$ cat config.mk
export PLATFORM = sky130hd
export DESIGN_NAME = load_extend
export DESIGN_NICKNAME = d
export VERILOG_FILES = /design/src/source/mem_pkg.sv /design/src/source/load_extend.sv
export SDC_FILE = /design/constraint.sdc
export NUM_CORES = 1
export LEC_CHECK = 0
export ABC_AREA = 1
export BUFFER_PORTS_ARGS = -buffer_cell sky130_fd_sc_hd__buf_2
export CAP_MARGIN = 10
export CORE_AREA = 2 2 127 129
export DETAILED_ROUTE_END_ITERATION = 10
export DIE_AREA = 0 0 129 131
export SLEW_MARGIN = 40
export SYNTH_ARGS = -nofsm -noshare
export SYNTH_HDL_FRONTEND = slang
export SYNTH_SLANG_ARGS = --single-unit
$ cat constraint.sdc
create_clock -name vclk -period 3.9
set_clock_uncertainty 0.2 [all_clocks]
set_input_delay 0.195 -clock vclk [all_inputs]
set_output_delay 0.195 -clock vclk [all_outputs]
set_load 0.02 [all_outputs]
$ cat src/source/mem_pkg.sv
`default_nettype none

// shared types for the load side of the memory stage
package mem_pkg;

    // data path and address widths
    localparam int XLEN = 64;
    localparam int ADDR_W = 64;
    // memory geometry, one 64-bit word per index
    localparam int MEM_WORDS = 256;
    localparam int IDX_W = 8;
    // byte offset inside a word
    localparam int LANE_W = 3;
    localparam int IDX_LSB = LANE_W;

    typedef logic [XLEN-1:0] xlen_t;
    typedef logic [ADDR_W-1:0] addr_t;
    typedef logic [IDX_W-1:0] word_idx_t;
    typedef logic [LANE_W-1:0] lane_t;

    // LD_NONE means the op skips memory and writes back alu_res
    typedef enum logic [2:0] {
        LD_NONE,
        LD_B,
        LD_BU,
        LD_H,
        LD_HU,
        LD_W,
        LD_WU,
        LD_D
    } load_kind_e;

    // one op handed in from the execute side
    typedef struct packed {
        load_kind_e kind;
        xlen_t      base;
        xlen_t      offset;
        xlen_t      alu_res;
    } stage_in_t;

    typedef struct packed {
        xlen_t data;
        logic  is_load;
    } wb_t;

    typedef enum logic [1:0] {
        ST_IDLE,
        ST_REQ,
        ST_RELEASE,
        ST_DONE
    } stage_state_e;

endpackage

`default_nettype wire

$ cat src/source/load_extend.sv
`default_nettype none

module load_extend (
    input  mem_pkg::stage_in_t op,
    input  mem_pkg::xlen_t     word,
    input  mem_pkg::lane_t     lane,
    output mem_pkg::wb_t       wb
);

    mem_pkg::xlen_t shifted;

    // bring the addressed byte down to bit 0
    assign shifted = word >> {lane, 3'b000};

    always_comb begin
        wb.is_load = (op.kind != mem_pkg::LD_NONE);
        case (op.kind)
            // byte
            mem_pkg::LD_B: begin
                wb.data = {{56{shifted[7]}}, shifted[7:0]};
            end
            mem_pkg::LD_BU: begin
                wb.data = {56'd0, shifted[7:0]};
            end
            // half
            mem_pkg::LD_H: begin
                wb.data = {{48{shifted[15]}}, shifted[15:0]};
            end
            mem_pkg::LD_HU: begin
                wb.data = {48'd0, shifted[15:0]};
            end
            // word
            mem_pkg::LD_W: begin
                wb.data = {{32{shifted[31]}}, shifted[31:0]};
            end
            mem_pkg::LD_WU: begin
                wb.data = {32'd0, shifted[31:0]};
            end
            // lane is zero for an aligned ld
            mem_pkg::LD_D: begin
                wb.data = shifted;
            end
            // no memory access, alu result passes through
            default: begin
                wb.data = op.alu_res;
            end
        endcase
    end

endmodule

`default_nettype wire

* Word level (Yosys, flattened, before mapping)
Index checks and enable logic that the tools add are counted.
** Operators by class
- Multiplexer cells :: 1
- Reductions and logical operators :: 1
- Shift-type cells :: 1
- Equal/unequal tests :: 7
** Operator list (number)
- case mux 64 bit (7 select lines) :: 1
- >> shifter 64 x 6 -> 64 bit :: 1
- equality test 3 bit (second input constant) :: 4
- equality test 3 x 2 -> 1 bit (second input constant) :: 2
- equality test 3 x 1 -> 1 bit (second input constant) :: 1
- nonzero test 3 bit :: 1
** Storage, ports and cells
- Bits in registers :: 0
- Output and inout port bits :: 65

* Longest topological paths before layout
Gate-level depths: netlist of the first run.
- Word-level depth :: 2
- Depth in mapped cells :: 12
- Gate-level depth less buffers :: 9

* Worst setup path before layout of the first run
OpenSTA, ideal clock, no wires.
- Path kind :: input -> output
- Start point :: in lane[0]
- End point :: out wb[1] in the netlist's numbering
- Stages on the path :: 8
- Slack :: 2.169 ns
- Buffers on the path :: 3
- Arrival :: 1.336 ns
- Required time :: 3.505 ns
- Cells stage by stage :: buf_6 > inv_8 > buf_4 > buf_2 > nand2_1 > nand3_1 > nand3_1 > a31oi_1
** RTL lines
- start, declared :: line load_extend.sv:6 : input mem_pkg::lane_t lane,
- end, declared :: line load_extend.sv:7 : output mem_pkg::wb_t wb

==> flow_summary.json, run 1 <==
{
  "tns_ns": 0,
  "ir_drop_mv": 0.0484,
  "clock_buffers": 0,
  "seq_area_frac_synth_pct": 0,
  "drt_iter0_drc": 325,
  "synth.distinct_cells": 26,
  "grt_pass1_vias": 4117,
  "p_comb_share_pct": 100.0,
  "swShare_pct": 65.4,
  "stdcell_area_um2": 4010,
  "critical_path_class": "input port to output port",
  "area.sequential_um2": 0,
  "wl_per_cell_um": 15.3,
  "start_kind": "input port",
  "vias": 4610,
  "worstPathMaxFanout": 55,
  "hold_buffers": 0,
  "dr.pass1.iters": 5,
  "period_share_pct": 77.8,
  "synthMuxAreaShare_pct": 0,
  "layout_commonest_cell": "nand2_1",
  "gp_congestion": 0.874,
  "io_pins": 327,
  "ys_warn_count": 0,
  "die_area_um2": 16900,
  "leakagePower_nw": 2.28,
  "port_buffers": 199,
  "syn-cell-area_um2": 2940,
  "power_frac_seq_pct": 0,
  "pwr-share-clk_pct": 0,
  "track_usage_pct": 16.6,
  "hold_viol_final": 0,
  "postCtsSetupRepairBufs": 0,
  "ant_nets": 0,
  "cts-resized-gates": 0,
  "avgSynthCellArea_um2": 4.81,
  "hpwl_um": 12100,
  "die_height_um": 131,
  "synth_xor_area_share_pct": 0,
  "worstMarginPinSlew_ns": 0.805,
  "finalCriticalPeriod_ns": 3.04,
  "grt_pass1_wl_um": 22200,
  "grt_max_degree": 56,
  "fmax_mhz": 329,
  "coreArea_um2": 15600,
  "internal_power_mw": 0.199,
  "drv_cap": 0,
  "final_cell_mix": "nand2_1 (226), buf_2 (199), nand3_1 (86)",
  "initial_core_util_pct": 18.9,
  "synthAdderAreaFrac_pct": 0,
  "antenna_found_initial": 3,
  "end_kind": "output port",
  "cp.required_ns": 3.50,
  "synthSimpleGateAreaFrac_pct": 60.3,
  "synth_top_family_by_area": "simple AND/OR/NAND/NOR gates",
  "area_delta_synth_final_pct": 36.5,
  "power_density_nw_per_um2": 144,
  "overflow": 0,
  "hold_path.class": "input port to output port",
  "status": "complete, no violations",
  "timing.slew.headroom_pct": 46.2,
  "rsz0062_at_grt": "no",
  "drv_slew": 0,
  "crit_end": "wb[41]",
  "place_area_um2": 4010,
  "setup_viol_count_final": 0,
  "whs_ns": 0.512,
  "seq_cells": 0,
  "fillerInstances": 1877,
  "postSynthNetCount": 873,
  "fp.dieW_um": 129,
  "drc": 0,
  "crit_path_start": "lane[0]",
  "synth_compound_area_share_pct": 25.2,
  "drive_gt1_share_pct": 32.5,
  "final_util_pct": 25.7,
  "synthCells": 611,
  "via_per_inst": 4.68,
  "num_rows": 46,
  "drt-total-wl_um": 15100,
  "final_nets": 1031,
  "p_sw_mw": 0.377,
  "arrival_ns": 2.64
}
==> layer usage <==
metal / share of wire [%] / GRT usage, % / vias to the layer above / wire length [um]
met5: 0.086 / 0 / - / 13
met4: 0.74 / 1.15 / 2 / 112
met3: 9.5 / 3.58 / 8 / 1430
met2: 46 / 28.8 / 196 / 6900
met1: 44 / 22.2 / 2051 / 6650
li1: - / - / 2353 / -
==> how the worst min path moves through the flow <==
stage	startpoint	slack (ns)	to	cells after the start
floorplan	op[16]	0.35	wb[17]	2
global placement	op[6]	0.51	wb[7]	4
detailed placement	op[6]	0.51	wb[7]	4
CTS	op[6]	0.51	wb[7]	4
global route	op[12]	0.54	wb[13]	4
finish	op[6]	0.51	wb[7]	4
==> through the flow <==
stage | cells | total power [mW] | worst slack (ns)
final | 985 | 0.576 | 0.864
after global routing | 983 | 0.639 | 0.633
after CTS | 983 | 0.580 | 0.895
after detailed placement | 983 | 0.578 | 0.883
after global placement | 982 | 0.576 | 0.924
after floorplan | 611 | 0.367 | 2.17
==> critical path, stage by stage <==
cell	delay, ns
buf_2	0.47
inv_8	0.25
nand2_1	0.15
nand3_1	0.08
nand3_1	0.10
nand2_1	0.48
buf_4	0.38
a21oi_1	0.25
nand3_2	0.09
buf_2	0.18
==> cells by family (layout without fill, tap and decap cells) <==
kind of cell / after synthesis / after routing
other: 0 / 2
AO/OA/AOI/OAI: 136 / 136
AND/OR/NAND/NOR: 390 / 390
buffers and inverters: 85 / 241
==> power groups by stage <==
stage	registers (mW)	logic (mW)	clock network, mW
2_1_floorplan	0	0.367	0
3_3_place_gp	0	0.576	0
3_5_place_dp	0	0.578	0
4_1_cts	0	0.580	0
5_1_grt	0	0.639	0
6_report	0	0.576	0.0000000686
==> Yosys cell counts (3+ instances only) <==
| cell type | n | share of area (%) |
|---|---|---|
| a21oi_1 | 58 | 9.9 |
| a31oi_1 | 3 | 0.64 |
| buf_1 | 5 | 0.64 |
| buf_2 | 21 | 3.6 |
| buf_4 | 5 | 1.3 |
| buf_6 | 3 | 1.1 |
| clkbuf_1 | 18 | 2.3 |
| inv_1 | 26 | 3.3 |
| inv_2 | 3 | 0.38 |
| nand2_1 | 226 | 29 |
| nand2_2 | 5 | 1.1 |
| nand3_1 | 86 | 15 |
| nand3_2 | 24 | 8.2 |
| nor2_1 | 39 | 5.0 |
| o211ai_1 | 23 | 5.9 |
| o21ai_0 | 50 | 8.5 |
==> cell type report <==
cell class / count / area (um^2) / area share, %
Inverter: 31 / 124 / 3.09
Multi-Input combinational cell: 526 / 2520 / 62.8
Antenna cell: 2 / 5.00 / 0.125
Tap cell: 216 / 270 / 6.73
Timing Repair Buffer: 210 / 1090 / 27.3
No activity file was read; power rests on OpenSTA's default activity.
==> run 2: changes to the inputs <==
Settings changed: CORE_AREA 2 2 127 129 to 2 2 129 131, DIE_AREA 0 0 129 131 to 0 0 131 133.
Clock period 3.9 ns to 3 ns, I/O delays scaled along.
==> flow_summary.json, run 2 (synthesized netlist as in run 1, its figures left out) <==
{
  "finalCriticalPeriod_ns": 2.55,
  "drc": 0,
  "port_buffers": 199,
  "crit_buf_inv": 5,
  "leakagePower_nw": 2.32,
  "p_total_mw": 0.764,
  "final_nets": 1038,
  "status": "complete, no violations",
  "final_cell_mix": "nand2_1 (226), buf_2 (199), nand3_1 (86)",
  "rsz0062_at_grt": "no",
  "coreArea_um2": 16200,
  "clock_buffers": 0,
  "gp_congestion": 0.914,
  "grt_max_degree": 62,
  "setup_viol_count_final": 0,
  "area.sequential_um2": 0,
  "setup_slack_ns": 0.453,
  "fp.dieW_um": 131,
  "overflow": 0,
  "dp_cells": 994,
  "place_area_um2": 4080,
  "num_rows": 47,
  "hold_buffers": 0,
  "fmax_mhz": 393,
  "drt_iter0_drc": 392,
  "critical_path_class": "input port to output port",
  "crit_family": "buffers and inverters",
  "worstMarginPinSlew_ns": 0.601,
  "die_height_um": 133,
  "end_kind": "output port",
  "area_delta_synth_final_pct": 38.9,
  "wl_per_cell_um": 15.5,
  "tns_ns": 0,
  "antenna_found_initial": 3,
  "stdcell_area_um2": 4080,
  "fillerInstances": 1936,
  "crit_path_start": "lane[2]",
  "layout_commonest_cell": "nand2_1",
  "timing.slew.headroom_pct": 59.9,
  "whs_ns": 0.419,
  "seq_cells": 0,
  "cp.required_ns": 2.65,
  "drive_gt1_share_pct": 33.1,
  "initial_core_util_pct": 18.2,
  "grt_pass1_vias": 4132,
  "power_density_nw_per_um2": 187,
  "ant_nets": 0,
  "multi_input_area_um2": 2520,
  "via_per_inst": 4.74,
  "dp_slack_ns": 0.426,
  "start_kind": "input port",
  "grt_pass1_wl_um": 22900,
  "path_cells": "buf_2 -> inv_2 -> nand3_2 -> nand2_2 -> nand2_4 -> nand2_2 -> inv_2 -> buf_12 -> nand3_1 -> buf_2",
  "io_pins": 327,
  "period_share_pct": 84.9,
  "hpwl_um": 12500,
  "max_stage_delay_ns": 0.37,
  "postCtsSetupRepairBufs": 0,
  "hold_path.class": "input port to output port",
  "die_area_um2": 17400,
  "crit_end": "wb[24]",
  "cts-resized-gates": 0,
  "track_usage_pct": 16.7,
  "drt-total-wl_um": 15500,
  "dr.pass1.iters": 5,
  "fin_cells": 997,
  "drv_cap": 0,
  "hold_viol_final": 0,
  "cp.depth": 10,
  "final_util_pct": 25.2,
  "ir_drop_mv": 0.0637,
  "worstPathMaxFanout": 31,
  "drv_slew": 0,
  "cp_slowest_cell": "buf_2",
  "arrival_ns": 2.20,
  "vias": 4722
}
==> run 2: cell types whose count changed in the layout (fill, tap and decap cells not counted), sizes merged <==
cell / before / now
diode: 2 / 3
buf: 210 / 217
==> run 2: routing by layer <==
metal  routed length (um)  GRT usage (%)  part of all wire (%)
met1                 6740           23.5                    44
met2                 6980           27.3                    45
met3                 1570           2.99                    10
met4                  152           1.54                  0.98
met5                   13              0                 0.084
==> run 2: layout make-up <==
cell class | instances | area share, %
multi-input cells | 526 | 61.7
repair buffers | 217 | 28.3
well taps | 220 | 6.74
inverters | 31 | 3.03
diodes | 3 | 0.184
==> run 2: worst min path at each step <==
stage,start,end,cells past startpoint
2_1_floorplan,op[16],wb[17],2
3_3_place_gp,op[1],wb[2],4
3_5_place_dp,op[4],wb[5],4
4_1_cts,op[4],wb[5],4
5_1_grt,op[33],wb[34],4
6_report,op[4],wb[5],4
==> run 2: where the power goes <==
part           leakage, nW    total, mW  internal [mW]  switching [mW]
combinational         2.32        0.764          0.267           0.497
sequential               0            0              0               0
clock            0.0000190  0.000000134    0.000000134               0
total                 2.32        0.764          0.267           0.497
