===== src/source/mem_pkg.sv =====
`default_nettype none

// shared types for the load side of the memory stage
package mem_pkg;

    // data path and address widths
    localparam int XLEN = 64;
    localparam int ADDR_W = 64;
    // memory geometry, one 64-bit word per index
    localparam int MEM_WORDS = 256;
    localparam int IDX_W = 8;
    // byte offset inside a word
    localparam int LANE_W = 3;
    localparam int IDX_LSB = LANE_W;

    typedef logic [XLEN-1:0] xlen_t;
    typedef logic [ADDR_W-1:0] addr_t;
    typedef logic [IDX_W-1:0] word_idx_t;
    typedef logic [LANE_W-1:0] lane_t;

    // LD_NONE means the op skips memory and writes back alu_res
    typedef enum logic [2:0] {
        LD_NONE,
        LD_B,
        LD_BU,
        LD_H,
        LD_HU,
        LD_W,
        LD_WU,
        LD_D
    } load_kind_e;

    // one op handed in from the execute side
    typedef struct packed {
        load_kind_e kind;
        xlen_t      base;
        xlen_t      offset;
        xlen_t      alu_res;
    } stage_in_t;

    typedef struct packed {
        xlen_t data;
        logic  is_load;
    } wb_t;

    typedef enum logic [1:0] {
        ST_IDLE,
        ST_REQ,
        ST_RELEASE,
        ST_DONE
    } stage_state_e;

endpackage

`default_nettype wire


===== src/source/bus_pkg.sv =====
`default_nettype none

// read port between stage controller and data memory
package bus_pkg;

    // cycles of req high before the memory raises ack
    localparam int RSP_DELAY = 2;
    // counter must reach RSP_DELAY-1, sized with one spare value
    localparam int DLY_W = $clog2(RSP_DELAY + 1);

    typedef logic [DLY_W-1:0] dly_t;

    // index travels with req, held stable until ack
    typedef struct packed {
        mem_pkg::word_idx_t idx;
    } rd_req_t;

    // word travels with ack
    typedef struct packed {
        mem_pkg::xlen_t data;
    } rd_rsp_t;

endpackage

`default_nettype wire


===== src/source/load_ctrl.sv =====
`default_nettype none

module load_ctrl (
    input  wire logic               clk,
    input  wire logic               rst_n,
    // op from upstream
    input  wire logic               in_valid,
    input  mem_pkg::stage_in_t      in_op,
    output logic                    in_ready,
    // four-phase read port
    output logic                    mem_req,
    output bus_pkg::rd_req_t        rd_req,
    input  wire logic               mem_ack,
    input  bus_pkg::rd_rsp_t        rd_rsp,
    // latched op and word for the extender
    output mem_pkg::stage_in_t      op_q,
    output mem_pkg::xlen_t          word_q,
    output mem_pkg::lane_t          lane,
    output logic                    wb_valid
);

    mem_pkg::stage_state_e state_q;
    mem_pkg::stage_state_e state_d;
    mem_pkg::addr_t        addr_q;
    logic                  accept;

    assign accept = in_valid && in_ready;

    // next state
    always_comb begin
        state_d = state_q;
        case (state_q)
            mem_pkg::ST_IDLE: begin
                if (accept) begin
                    // non-loads go straight to writeback
                    if (in_op.kind == mem_pkg::LD_NONE) begin
                        state_d = mem_pkg::ST_DONE;
                    end else begin
                        state_d = mem_pkg::ST_REQ;
                    end
                end
            end
            mem_pkg::ST_REQ: begin
                // phase 2 seen, data gets latched this edge
                if (mem_ack) begin
                    state_d = mem_pkg::ST_RELEASE;
                end
            end
            mem_pkg::ST_RELEASE: begin
                // phase 4, wait for ack to fall
                if (!mem_ack) begin
                    state_d = mem_pkg::ST_DONE;
                end
            end
            mem_pkg::ST_DONE: begin
                state_d = mem_pkg::ST_IDLE;
            end
            default: begin
                state_d = mem_pkg::ST_IDLE;
            end
        endcase
    end

    always_ff @(posedge clk or negedge rst_n) begin
        if (!rst_n) begin
            state_q <= mem_pkg::ST_IDLE;
        end else begin
            state_q <= state_d;
        end
    end

    // op and effective address latched on accept
    always_ff @(posedge clk) begin
        if (accept) begin
            op_q   <= in_op;
            addr_q <= in_op.base + in_op.offset;
        end
    end

    // memory word captured on the ack edge
    always_ff @(posedge clk) begin
        if (state_q == mem_pkg::ST_REQ && mem_ack) begin
            word_q <= rd_rsp.data;
        end
    end

    // req only in ST_REQ, so it drops the edge after ack
    assign mem_req    = (state_q == mem_pkg::ST_REQ);
    assign rd_req.idx = addr_q[mem_pkg::IDX_LSB +: mem_pkg::IDX_W];
    assign lane       = addr_q[mem_pkg::LANE_W-1:0];

    assign in_ready = (state_q == mem_pkg::ST_IDLE);
    // single cycle pulse
    assign wb_valid = (state_q == mem_pkg::ST_DONE);

endmodule

`default_nettype wire


===== config.mk =====
export PLATFORM = sky130hd
export DESIGN_NAME = load_ctrl
export DESIGN_NICKNAME = d
export VERILOG_FILES = /design/src/source/mem_pkg.sv /design/src/source/bus_pkg.sv /design/src/source/load_ctrl.sv
export SDC_FILE = /design/constraint.sdc
export NUM_CORES = 1
export LEC_CHECK = 0
export ABC_CLOCK_PERIOD_IN_PS = 6500
export BUFFER_PORTS_ARGS = -buffer_cell sky130_fd_sc_hd__buf_2
export CORE_AREA = 3 3 206 208
export CTS_BUF_LIST = sky130_fd_sc_hd__clkbuf_4 sky130_fd_sc_hd__clkbuf_8
export DETAILED_ROUTE_END_ITERATION = 10
export DIE_AREA = 0 0 209 211
export GPL_TIMING_DRIVEN = 0
export PLACE_DENSITY_LB_ADDON = 0.08
export SYNTH_ARGS = -nofsm -noshare
export SYNTH_HDL_FRONTEND = slang
export SYNTH_SLANG_ARGS = --single-unit

===== constraint.sdc =====
create_clock -name clk -period 6.5 [get_ports clk]
set_input_delay 1.3 -clock clk [delete_from_list [all_inputs] [get_ports clk]]
set_output_delay 1.3 -clock clk [all_outputs]
set_load 0.005 [all_outputs]

Word level (Yosys, flattened, before mapping) --
Cells that the tools add are included.
Word-level totals: bits of input ports 263, flip-flop bits (word level) 272, output and inout port bits 273
Operators by class: reductions and logical operators 5, add/sub/neg operators 1, equality and inequality tests 6, muxes and demuxes 5
Operators with widths (number):
- 11-bit adder | 1
- 2-bit 2-to-1 mux | 4
- 2-bit case mux with 4 select lines | 1
- 2-bit equality test (second input constant) | 2
- 2-bit by 1-bit inequality test with 1-bit output (second input constant) | 2
- 3-bit logical NOT | 1
- 3-bit AND reduction | 1
- 2-bit by 1-bit equality test with 1-bit output (second input constant) | 1
- 1-bit logical AND | 2
- 2-bit logical NOT | 1
- 2-bit inequality test (second input constant) | 1

Depth between registers and ports, before layout --
Gate-level depths: netlist of run 1.
word-level depth 4, gate-level depth with buffers 8, mapped depth without buffers 8

Worst setup path after synthesis of run 1 --
No wires, ideal clock.
kind in2reg, start point in in_valid, end point reg addr_q[0] (enable), cell stages on the path 1, data required time 5.909 ns, arrival time 5.943 ns, slack -0.034 ns, buffers on the path 0, path through and2_1
On the way: word-level cells in the longest chain between the ends 1
Ends and longest elaborated chain:
- start: declaration | RTL line load_ctrl.sv:7 | input wire logic in_valid,
- 1-bit logical AND | RTL line load_ctrl.sv:27 | assign accept = in_valid && in_ready;
- end signal: assignment | RTL line load_ctrl.sv:76 | addr_q <= in_op.base + in_op.offset;
- end: declaration | RTL line load_ctrl.sv:24 | mem_pkg::addr_t addr_q;
No other way between the ends. A chain may end at the register's enable or synchronous reset.

Final worst setup path of run 1 --
start point reg state_q[0], end point out in_ready
On the way: word-level cells in the longest chain between the ends 1
Ends and longest elaborated chain:
- start: declaration | RTL line load_ctrl.sv:22 | mem_pkg::stage_state_e state_q;
- start signal: assignment | RTL line load_ctrl.sv:66 | state_q <= mem_pkg::ST_IDLE;
- start signal: assignment | RTL line load_ctrl.sv:68 | state_q <= state_d;
- 2-bit logical NOT | RTL line load_ctrl.sv:92 | assign in_ready = (state_q == mem_pkg::ST_IDLE);
- end: declaration | RTL line load_ctrl.sv:9 | output logic in_ready,
No other way between the ends.

==> metrics.csv, run 1 <==
metric;value;unit
post-place-cells;1413;
clock_path_buffers;3;
setup_tns;0;ps
synth_common_cells;edfxtp_1 (270), ha_1 (14), inv_1 (7), xnor2_1 (7), a21oi_1 (6);
routedWlPerCell;18.96;µm
slew_headroom;42.35;%
core_area;40740;µm²
rows;74;
io_buffer_count;535;
setup_viol;0;
leakagePower;5.438;nW
drc;0;
finalCriticalPeriod;2844;ps
synth-edff-count;270;
maxCapViolCount;0;
hold_viol;0;
crit_type;register to output port;
crit_start;state_q[0]$_DFFE_PN0P_;
drive_gt1_share;64.47;%
cts-root-buf;clkbuf_8;
synthesis.area;8775;µm²
synth-main-ff-cell;edfxtp_1;
final_cell_area;13150;µm²
tritoncts;done;
post_synth.cell_area_avg;25.58;µm²
grt_setup_unrepaired;false;
ioPinCount;536;
status;finished clean;
via_per_inst;3.755;
yosysTopAreaCell;edfxtp_1;
nets;1211;
met1Wirelength;10080;µm
p_total;4.594;mW
hpwlAfterDp;21980;µm
hold_slack;478.0;ps
synth_area_leaders;edfxtp_1 (92%), ha_1 (2.0%), xnor2_1 (0.70%);
met3_length;3465;µm
fmax;351.6;MHz
ys_seq_area_share;92.97;%
grt_first_pass_wirelength;40160;µm
grt_usage;12.36;%
crit_required;5200;ps
top_layer;met5;
dp_slack;3266;ps
gp_congestion;0.7272;
fillCellCount;4154;
cts.repair.resized;0;
synth_cells;343;
ir_drop;0.1502;mV
num_vias;5647;
wl_met2;14000;µm
synth_top_area_share;92.40;%
power-per-cell-area;349.4;nW/µm²
r2r_start;state_q[0]$_DFFE_PN0P_;
start_util;21.54;%
ys_ff_latch;272;
clk_pin_slew;60;ps
crit_path_end_kind;output port;
crit_arrival;1540;ps
cts_hold_buf;0;
grt-ovfl-total;0;
antenna_found_initial;11;
clock_latency;590;ps
die_y;211;µm
hp-class;input pin to asynchronous set/reset pin;
synthArstFlopShare;0.7353;%
layout_setup_ws;3656;ps
wl;28520;µm
syn-num-nets;621;
path_max_fanout;6;
clock_skew;14.70;ps
startpoint_type;register;
drt_iter0_drc;226;
area_growth;49.85;%
r2r_cells;5;
cts_max_level;2;
postCtsSetupBuffers;0;
postLayoutCoreUtil;32.28;%
slew_viol_final;0;
period_share;43.76;%
place_area;12200;µm²
instances_no_fill;1504;
worst_pin_slew;864.7;ps
yosysMostFrequentCell;edfxtp_1;
synth_cell_types;31;
dieWidth;209;µm
ys_warn_count;0;
cts_buffers;50;
drt_pass1_iterations;4;
grt_pass1_vias;6041;
dieArea;44100;µm²
clkSinkCount;272;
grt_start_max_net_pins;65;
antenna_left;0;
-- final cells by class --
cell class	count	area, µm²	area share (%)
clock buffer	71	864.6	6.575
clock inverter	19	83.83	0.6375
sequential	272	8158	62.04
inverter	7	26.28	0.1998
timing repair buffer	538	2753	20.93
multi-input combinational	64	595.6	4.529
tap	532	665.6	5.062
antenna	1	2.502	0.01903
-- path summary, 6_finish.rpt --
| check | end | slack, ps |
|---|---|---|
| max | in_ready | 3660 |
| min | state_q[1]$_DFFE_PN0P_ | 480 |
| max reg2reg | op_q[86]$_DFFE_PP_ | 3950 |
| min reg2reg | state_q[0]$_DFFE_PN0P_ | 590 |
| max in group asynchronous | state_q[0]$_DFFE_PN0P_ | 5920 |
| min in group clk | state_q[0]$_DFFE_PN0P_ | 590 |
-- power breakdown --
part	leakage, nW	switching [mW]	internal [mW]
Sequential	2.50	0.0583	2.28
Clock	0.502	0.712	0.852
Combinational	2.44	0.410	0.284
Total	5.44	1.18	3.41
-- cell usage in the layout, fill, tap and decap left out, types with 2 or more instances in the layout --
cell type	Yosys	routed
edfxtp_1	270	270
or2_2	2	2
clkinv_2	0	3
o21ai_0	2	2
nor2_1	2	2
clkinv_1	0	14
buf_16	0	2
and3_2	2	2
clkbuf_4	0	18
ha_1	14	14
buf_2	0	535
a21oi_1	6	6
xnor2_1	7	7
inv_1	7	7
o21a_1	3	3
nand2b_1	2	2
xor2_1	3	3
and2_4	1	3
o41ai_4	2	2
dfrtp_1	2	2
clkbuf_8	0	53
nand2_1	2	2
-- state kept, by name, indices dropped and copies added, names as in the netlist --
name	cells
op_q	195
state_q	2
word_q	64
addr_q	11
-- critical path, stage by stage (launching register included) --
cell and delay, ps:
dfrtp_1 420, inv_1 100, ha_1 260, buf_2 190
-- per-layer routing --
metal  global-route usage (%)  up-vias
met5                        0        -
met4                    5.173       16
met3                    6.580       72
met2                    20.77      337
met1                    13.02     2656
li1                         -     2566
-- cells by family (layout without fill, tap and decap cells) --
| kind of cell | after synthesis | after routing | synth area share (%) |
|---|---|---|---|
| xor gates and xnor gates | 10 | 10 | 0.9982 |
| buffers and inverters | 7 | 635 | 0.2995 |
| and+or+nand+nor | 17 | 17 | 1.126 |
| muxes | 1 | 1 | 0.1283 |
| other | 0 | 1 | 0 |
| AOI/OAI and AO/OA | 21 | 21 | 2.253 |
| adders and majority gates | 15 | 15 | 2.224 |
| DFF | 272 | 272 | 92.97 |
(Power assumes the default switching activity.)
==> inputs of run 2 (changes only) <==
ABC_CLOCK_PERIOD_IN_PS = 2900   (was 6500)
clock period = 2.9 ns   (was 6.5 ns; I/O delays follow)
==> metrics.csv, run 2 (synthesized netlist as in run 1, its figures left out) <==
metric;value;unit;change
top_layer;met5;;
crit_arrival;2680;ps;+1140 ps
path_max_fanout;58;;+52
start_util;21.54;%;unchanged
wl_met2;13890;µm;-0.73%
cts_buffers;51;;+2.0%
leakagePower;5.470;nW;+0.58%
place_area;12210;µm²;about the same
antenna_found_initial;14;;+3
routedWlPerCell;19.15;µm;+0.98%
grt-ovfl-total;0;;unchanged
dp_slack;397.1;ps;-2869 ps
hold_viol;0;;unchanged
status;finished clean;;
met3_length;3815;µm;+10%
finalCriticalPeriod;2428;ps;
grt_pass1_vias;6132;;+1.5%
core_area;40740;µm²;unchanged
tritoncts;done;;
ir_drop;0.3301;mV;+120%
num_vias;5623;;-0.43%
setup_viol;0;;unchanged
largest_reg_flops;195;;unchanged
crit_path_end_kind;register;;
antenna_left;0;;unchanged
layout_setup_ws;472.0;ps;-3184 ps
post-place-cells;1413;;unchanged
grt_setup_unrepaired;false;;
crit_required;3160;ps;-2040 ps
slew_headroom;43.74;%;+1.4 points
layout_common_cells;buf_2 (535), edfxtp_1 (270), clkbuf_8 (53);;
cts-root-buf;clkbuf_8;;
via_per_inst;3.734;;-0.56%
hp-class;input pin to register;;
fillCellCount;4132;;-0.53%
met1Wirelength;10230;µm;+1.4%
drt_iter0_drc;217;;-4.0%
top_register;op_q;;
clk_pin_slew;60;ps;about the same
hold_slack;164.5;ps;-313.5 ps
dieWidth;209;µm;unchanged
grt_start_max_net_pins;65;;unchanged
worst_pin_slew;843.8;ps;-20.88 ps
drive_gt1_share;65.22;%;+0.75 points
startpoint_type;register;;
area_growth;50.56;%;
clkSinkCount;272;;unchanged
grt_first_pass_wirelength;40500;µm;+0.86%
grt_usage;12.54;%;+0.18 points
crit_type;register to register;;
power-per-cell-area;790.1;nW/µm²;+130%
gp_congestion;0.7147;;-1.7%
drt_pass1_iterations;4;;unchanged
clock_skew;11.35;ps;-3.354 ps
ioPinCount;536;;unchanged
drc;0;;unchanged
clock_path_buffers;3;;unchanged
clock_latency;580;ps;about the same
postLayoutCoreUtil;32.43;%;+0.15 points
hpwlAfterDp;22250;µm;+1.2%
die_y;211;µm;unchanged
io_buffer_count;535;;unchanged
fmax;411.9;MHz;
final_cell_area;13210;µm²;+0.48%
maxCapViolCount;0;;unchanged
cts_max_level;2;;unchanged
rows;74;;unchanged
layout_commonest_cell;buf_2;;
period_share;83.72;%;
wl;28840;µm;+1.1%
reg_top3;op_q x195, word_q x64, addr_q x11;;
dieArea;44100;µm²;unchanged
slew_viol_final;0;;unchanged
nets;1213;;+0.17%
instances_no_fill;1506;;+0.13%
-- run 2: final timing paths --
path | end | cells past startpoint | startpoint | slack (ps)
min in group asynchronous | state_q[1]$_DFFE_PN0P_ | 2 | rst_n | 360
max reg2reg | op_q[34]$_DFFE_PP_ | 5 | state_q[1]$_DFFE_PN0P_ | 470
min reg2reg | state_q[0]$_DFFE_PN0P_ | 1 | state_q[0]$_DFFE_PN0P_ | 580
max | op_q[34]$_DFFE_PP_ | 5 | state_q[1]$_DFFE_PN0P_ | 470
min | op_q[86]$_DFFE_PP_ | 1 | in_op[86] | 160
max in group asynchronous | state_q[0]$_DFFE_PN0P_ | 2 | rst_n | 2440
-- run 2: stage by stage --
stage               setup TNS (ps)  power [mW]
finish                           0       10.44
global route                     0       11.04
CTS                              0       10.71
detailed placement               0       6.956
global placement           -163000       6.952
floorplan                        0       5.898
-- run 2: routing by layer --
| layer | up-vias | global-route usage (%) |
|---|---|---|
| met3 | 68 | 7.887 |
| met1 | 2611 | 13.21 |
| met5 | - | 0 |
| met2 | 350 | 20.50 |
| met4 | 18 | 4.527 |
| li1 | 2576 | - |
-- run 2: critical path, cell delays in order, from the launching register on --
cell and delay [ps]:
dfrtp_1 420, inv_1 100, ha_1 260, and2_4 600
buf_16 340, buf_16 300
-- run 2: final cells by class --
| cell class | count | area (µm²) | area share (%) |
|---|---|---|---|
| sequential | 272 | 8158 | 61.75 |
| inverter | 7 | 26.28 | 0.1989 |
| timing repair buffer | 539 | 2770 | 20.97 |
| multi-input combinational | 64 | 595.6 | 4.508 |
| tap | 532 | 665.6 | 5.038 |
| clock buffer | 78 | 917.1 | 6.942 |
| antenna | 5 | 12.51 | 0.09471 |
| clock inverter | 9 | 66.31 | 0.5019 |
-- run 2: repair_timing --
| item | in CTS | in global routing |
|---|---|---|
| resized for setup | 0 | 0 |
| endpoints found under the hold margin | 2 | 0 |
| hold buffers | 1 | 0 |
| setup buffers | 0 | 0 |
-- run 2: where the power goes --
| part | switching [mW] | leakage, nW | total, mW | internal [mW] |
|---|---|---|---|---|
| clock network | 1.55 | 0.526 | 3.63 | 2.08 |
| registers | 0.132 | 2.50 | 5.24 | 5.10 |
| logic | 0.926 | 2.45 | 1.57 | 0.643 |
| total | 2.61 | 5.47 | 10.4 | 7.83 |
==> inputs of run 3 (changes only) <==
ABC_CLOCK_PERIOD_IN_PS = 2490   (was 2900)
clock period = 2.49 ns   (was 2.9 ns; I/O delays follow)
==> metrics.csv, run 3 (synthesized netlist as in run 1, its figures left out) <==
metric;value;unit;change
status;finished clean;;
post-place-cells;1413;;unchanged
largest_reg_flops;195;;unchanged
wl;29220;µm;+1.3%
worst_pin_slew;858.0;ps;+14.13 ps
gp_congestion;0.7317;;+2.4%
r2r_end;op_q[144]$_DFFE_PP_;;
io_buffer_count;535;;unchanged
setup_tns;0;ps;unchanged
num_vias;5880;;+4.6%
min_path_cells;1;;unchanged
antenna_left;0;;unchanged
cpMaxStageDelayCell;and2_4;;
ioPinCount;536;;unchanged
drt_iter0_drc;241;;+11%
grt_setup_unrepaired;false;;
nets;1274;;+5.0%
dieWidth;209;µm;unchanged
grt-ovfl-total;0;;unchanged
grt_pass1_vias;6429;;+4.8%
r2r_start;state_q[1]$_DFFE_PN0P_;;
layout_common_cells;buf_2 (535), edfxtp_1 (270), dlygate4sd3_1 (63);;
start_util;21.54;%;unchanged
maxCapViolCount;0;;unchanged
place_area;12220;µm²;+0.10%
r2r_cells;5;;unchanged
path_max_fanout;63;;+8.6%
period_share;89.21;%;+5.5 points
hold_slack;84.04;ps;-80.49 ps
cts-root-buf;clkbuf_8;;
area_growth;57.36;%;
core_area;40740;µm²;unchanged
rows;74;;unchanged
grt_start_max_net_pins;65;;unchanged
reg_top3;op_q x195, word_q x64, addr_q x11;;
instances_no_fill;1567;;+4.1%
drt_pass1_iterations;4;;unchanged
p_total;12.15;mW;+16%
tritoncts;done;;
startpoint_type;register;;
dieArea;44100;µm²;unchanged
crit_required;2740;ps;-420 ps
grt_usage;12.74;%;+0.21 points
slew_headroom;42.80;%;-0.94 points
grt_first_pass_wirelength;41520;µm;+2.5%
clock_latency;580;ps;about the same
crit_arrival;2470;ps;-210 ps
crit_type;register to register;;
hold_viol;0;;unchanged
top_register;op_q;;
cts_max_level;2;;unchanged
postLayoutCoreUtil;33.89;%;+1.5 points
finalCriticalPeriod;2221;ps;-206.7 ps
clock_skew;19.01;ps;+7.657 ps
hold_end;op_q[1]$_DFFE_PP_;;
antenna_found_initial;12;;-2
slew_viol_final;0;;unchanged
cts_buffers;50;;-2.0%
crit_top_cell;buf_16;;
clkSinkCount;272;;unchanged
crit_path_end_kind;register;;
drive_gt1_share;60.79;%;-4.4 points
clk_pin_slew;60;ps;about the same
layout_setup_ws;268.8;ps;-203.3 ps
power-per-cell-area;879.6;nW/µm²;+11%
cp_cell_sequence;inv_2, ha_4, and2_4, buf_16, buf_16;;
ir_drop;0.4424;mV;+34%
routedWlPerCell;18.64;µm;-2.6%
postCtsSetupBuffers;0;;unchanged
dp_slack;189.6;ps;-207.5 ps
leakagePower;5.710;nW;+4.4%
drc;0;;unchanged
die_y;211;µm;unchanged
clock_path_buffers;3;;unchanged
final_cell_area;13810;µm²;+4.5%
via_per_inst;3.752;;+0.50%
layout_commonest_cell;buf_2;;
rrSetupSlack;270;ps;-200 ps
cpPeakStageDelay;450;ps;-150 ps
hp-class;input pin to register;;
setup_viol;0;;unchanged
hpwlAfterDp;22280;µm;+0.16%
min_from;in_op[1];;
fmax;450.2;MHz;+9.3%
## run 3: layout make-up
class                           instances  area, µm²
Tap cell                              532      665.6
Fill cell                            4082      26930
Sequential cell                       272       8158
Antenna cell                            2      5.005
Inverter                                7      26.28
Clock inverter                         21      112.6
Clock buffer                           68      842.1
Timing Repair Buffer                  601       3391
Multi-Input combinational cell         64      608.1
## run 3: worst max-delay path by stage
| stage | from | end | slack [ps] | depth (start not counted) |
|---|---|---|---|---|
| global placement | state_q[1]$_DFFE_PN0P_ | op_q[38]$_DFFE_PP_ | -940 | 3 |
| floorplan | state_q[1]$_DFFE_PN0P_ | addr_q[0]$_DFFE_PP_ | -50 | 3 |
| detailed placement | in_op[64] | addr_q[8]$_DFFE_PP_ | 190 | 9 |
| CTS | state_q[1]$_DFFE_PN0P_ | op_q[128]$_DFFE_PP_ | 250 | 5 |
| global route | state_q[1]$_DFFE_PN0P_ | op_q[134]$_DFFE_PP_ | 110 | 5 |
| finish | state_q[1]$_DFFE_PN0P_ | op_q[144]$_DFFE_PP_ | 270 | 5 |
## run 3: metal layers
| metal | share of wire [%] | vias to the layer above | track usage (%) |
|---|---|---|---|
| li1 | - | 2701 | - |
| met1 | 35 | 2740 | 13.22 |
| met2 | 50 | 353 | 21.74 |
| met3 | 13 | 72 | 7.426 |
| met4 | 2.4 | 14 | 4.157 |
| met5 | 0.35 | - | 0 |
## run 3: repair_timing
| item | 4_1_cts | 5_1_grt |
|---|---|---|
| endpoints found under the hold margin | 64 | 0 |
| gates resized for setup | 0 | 0 |
| hold buffers | 63 | 0 |
## run 3: where the power goes
part	internal [mW]	total, mW	leakage, nW	switching (mW)
clock	2.28	4.12	0.510	1.85
sequential	5.94	6.09	2.50	0.151
combinational	0.827	1.93	2.70	1.10
## run 3: critical path, delay by kind of cell (launching register included)
family	cells	cell delay, ps
and+or+nand+nor	1	450
buffers and inverters	3	730
DFF	1	410
adders and majority gates	1	170
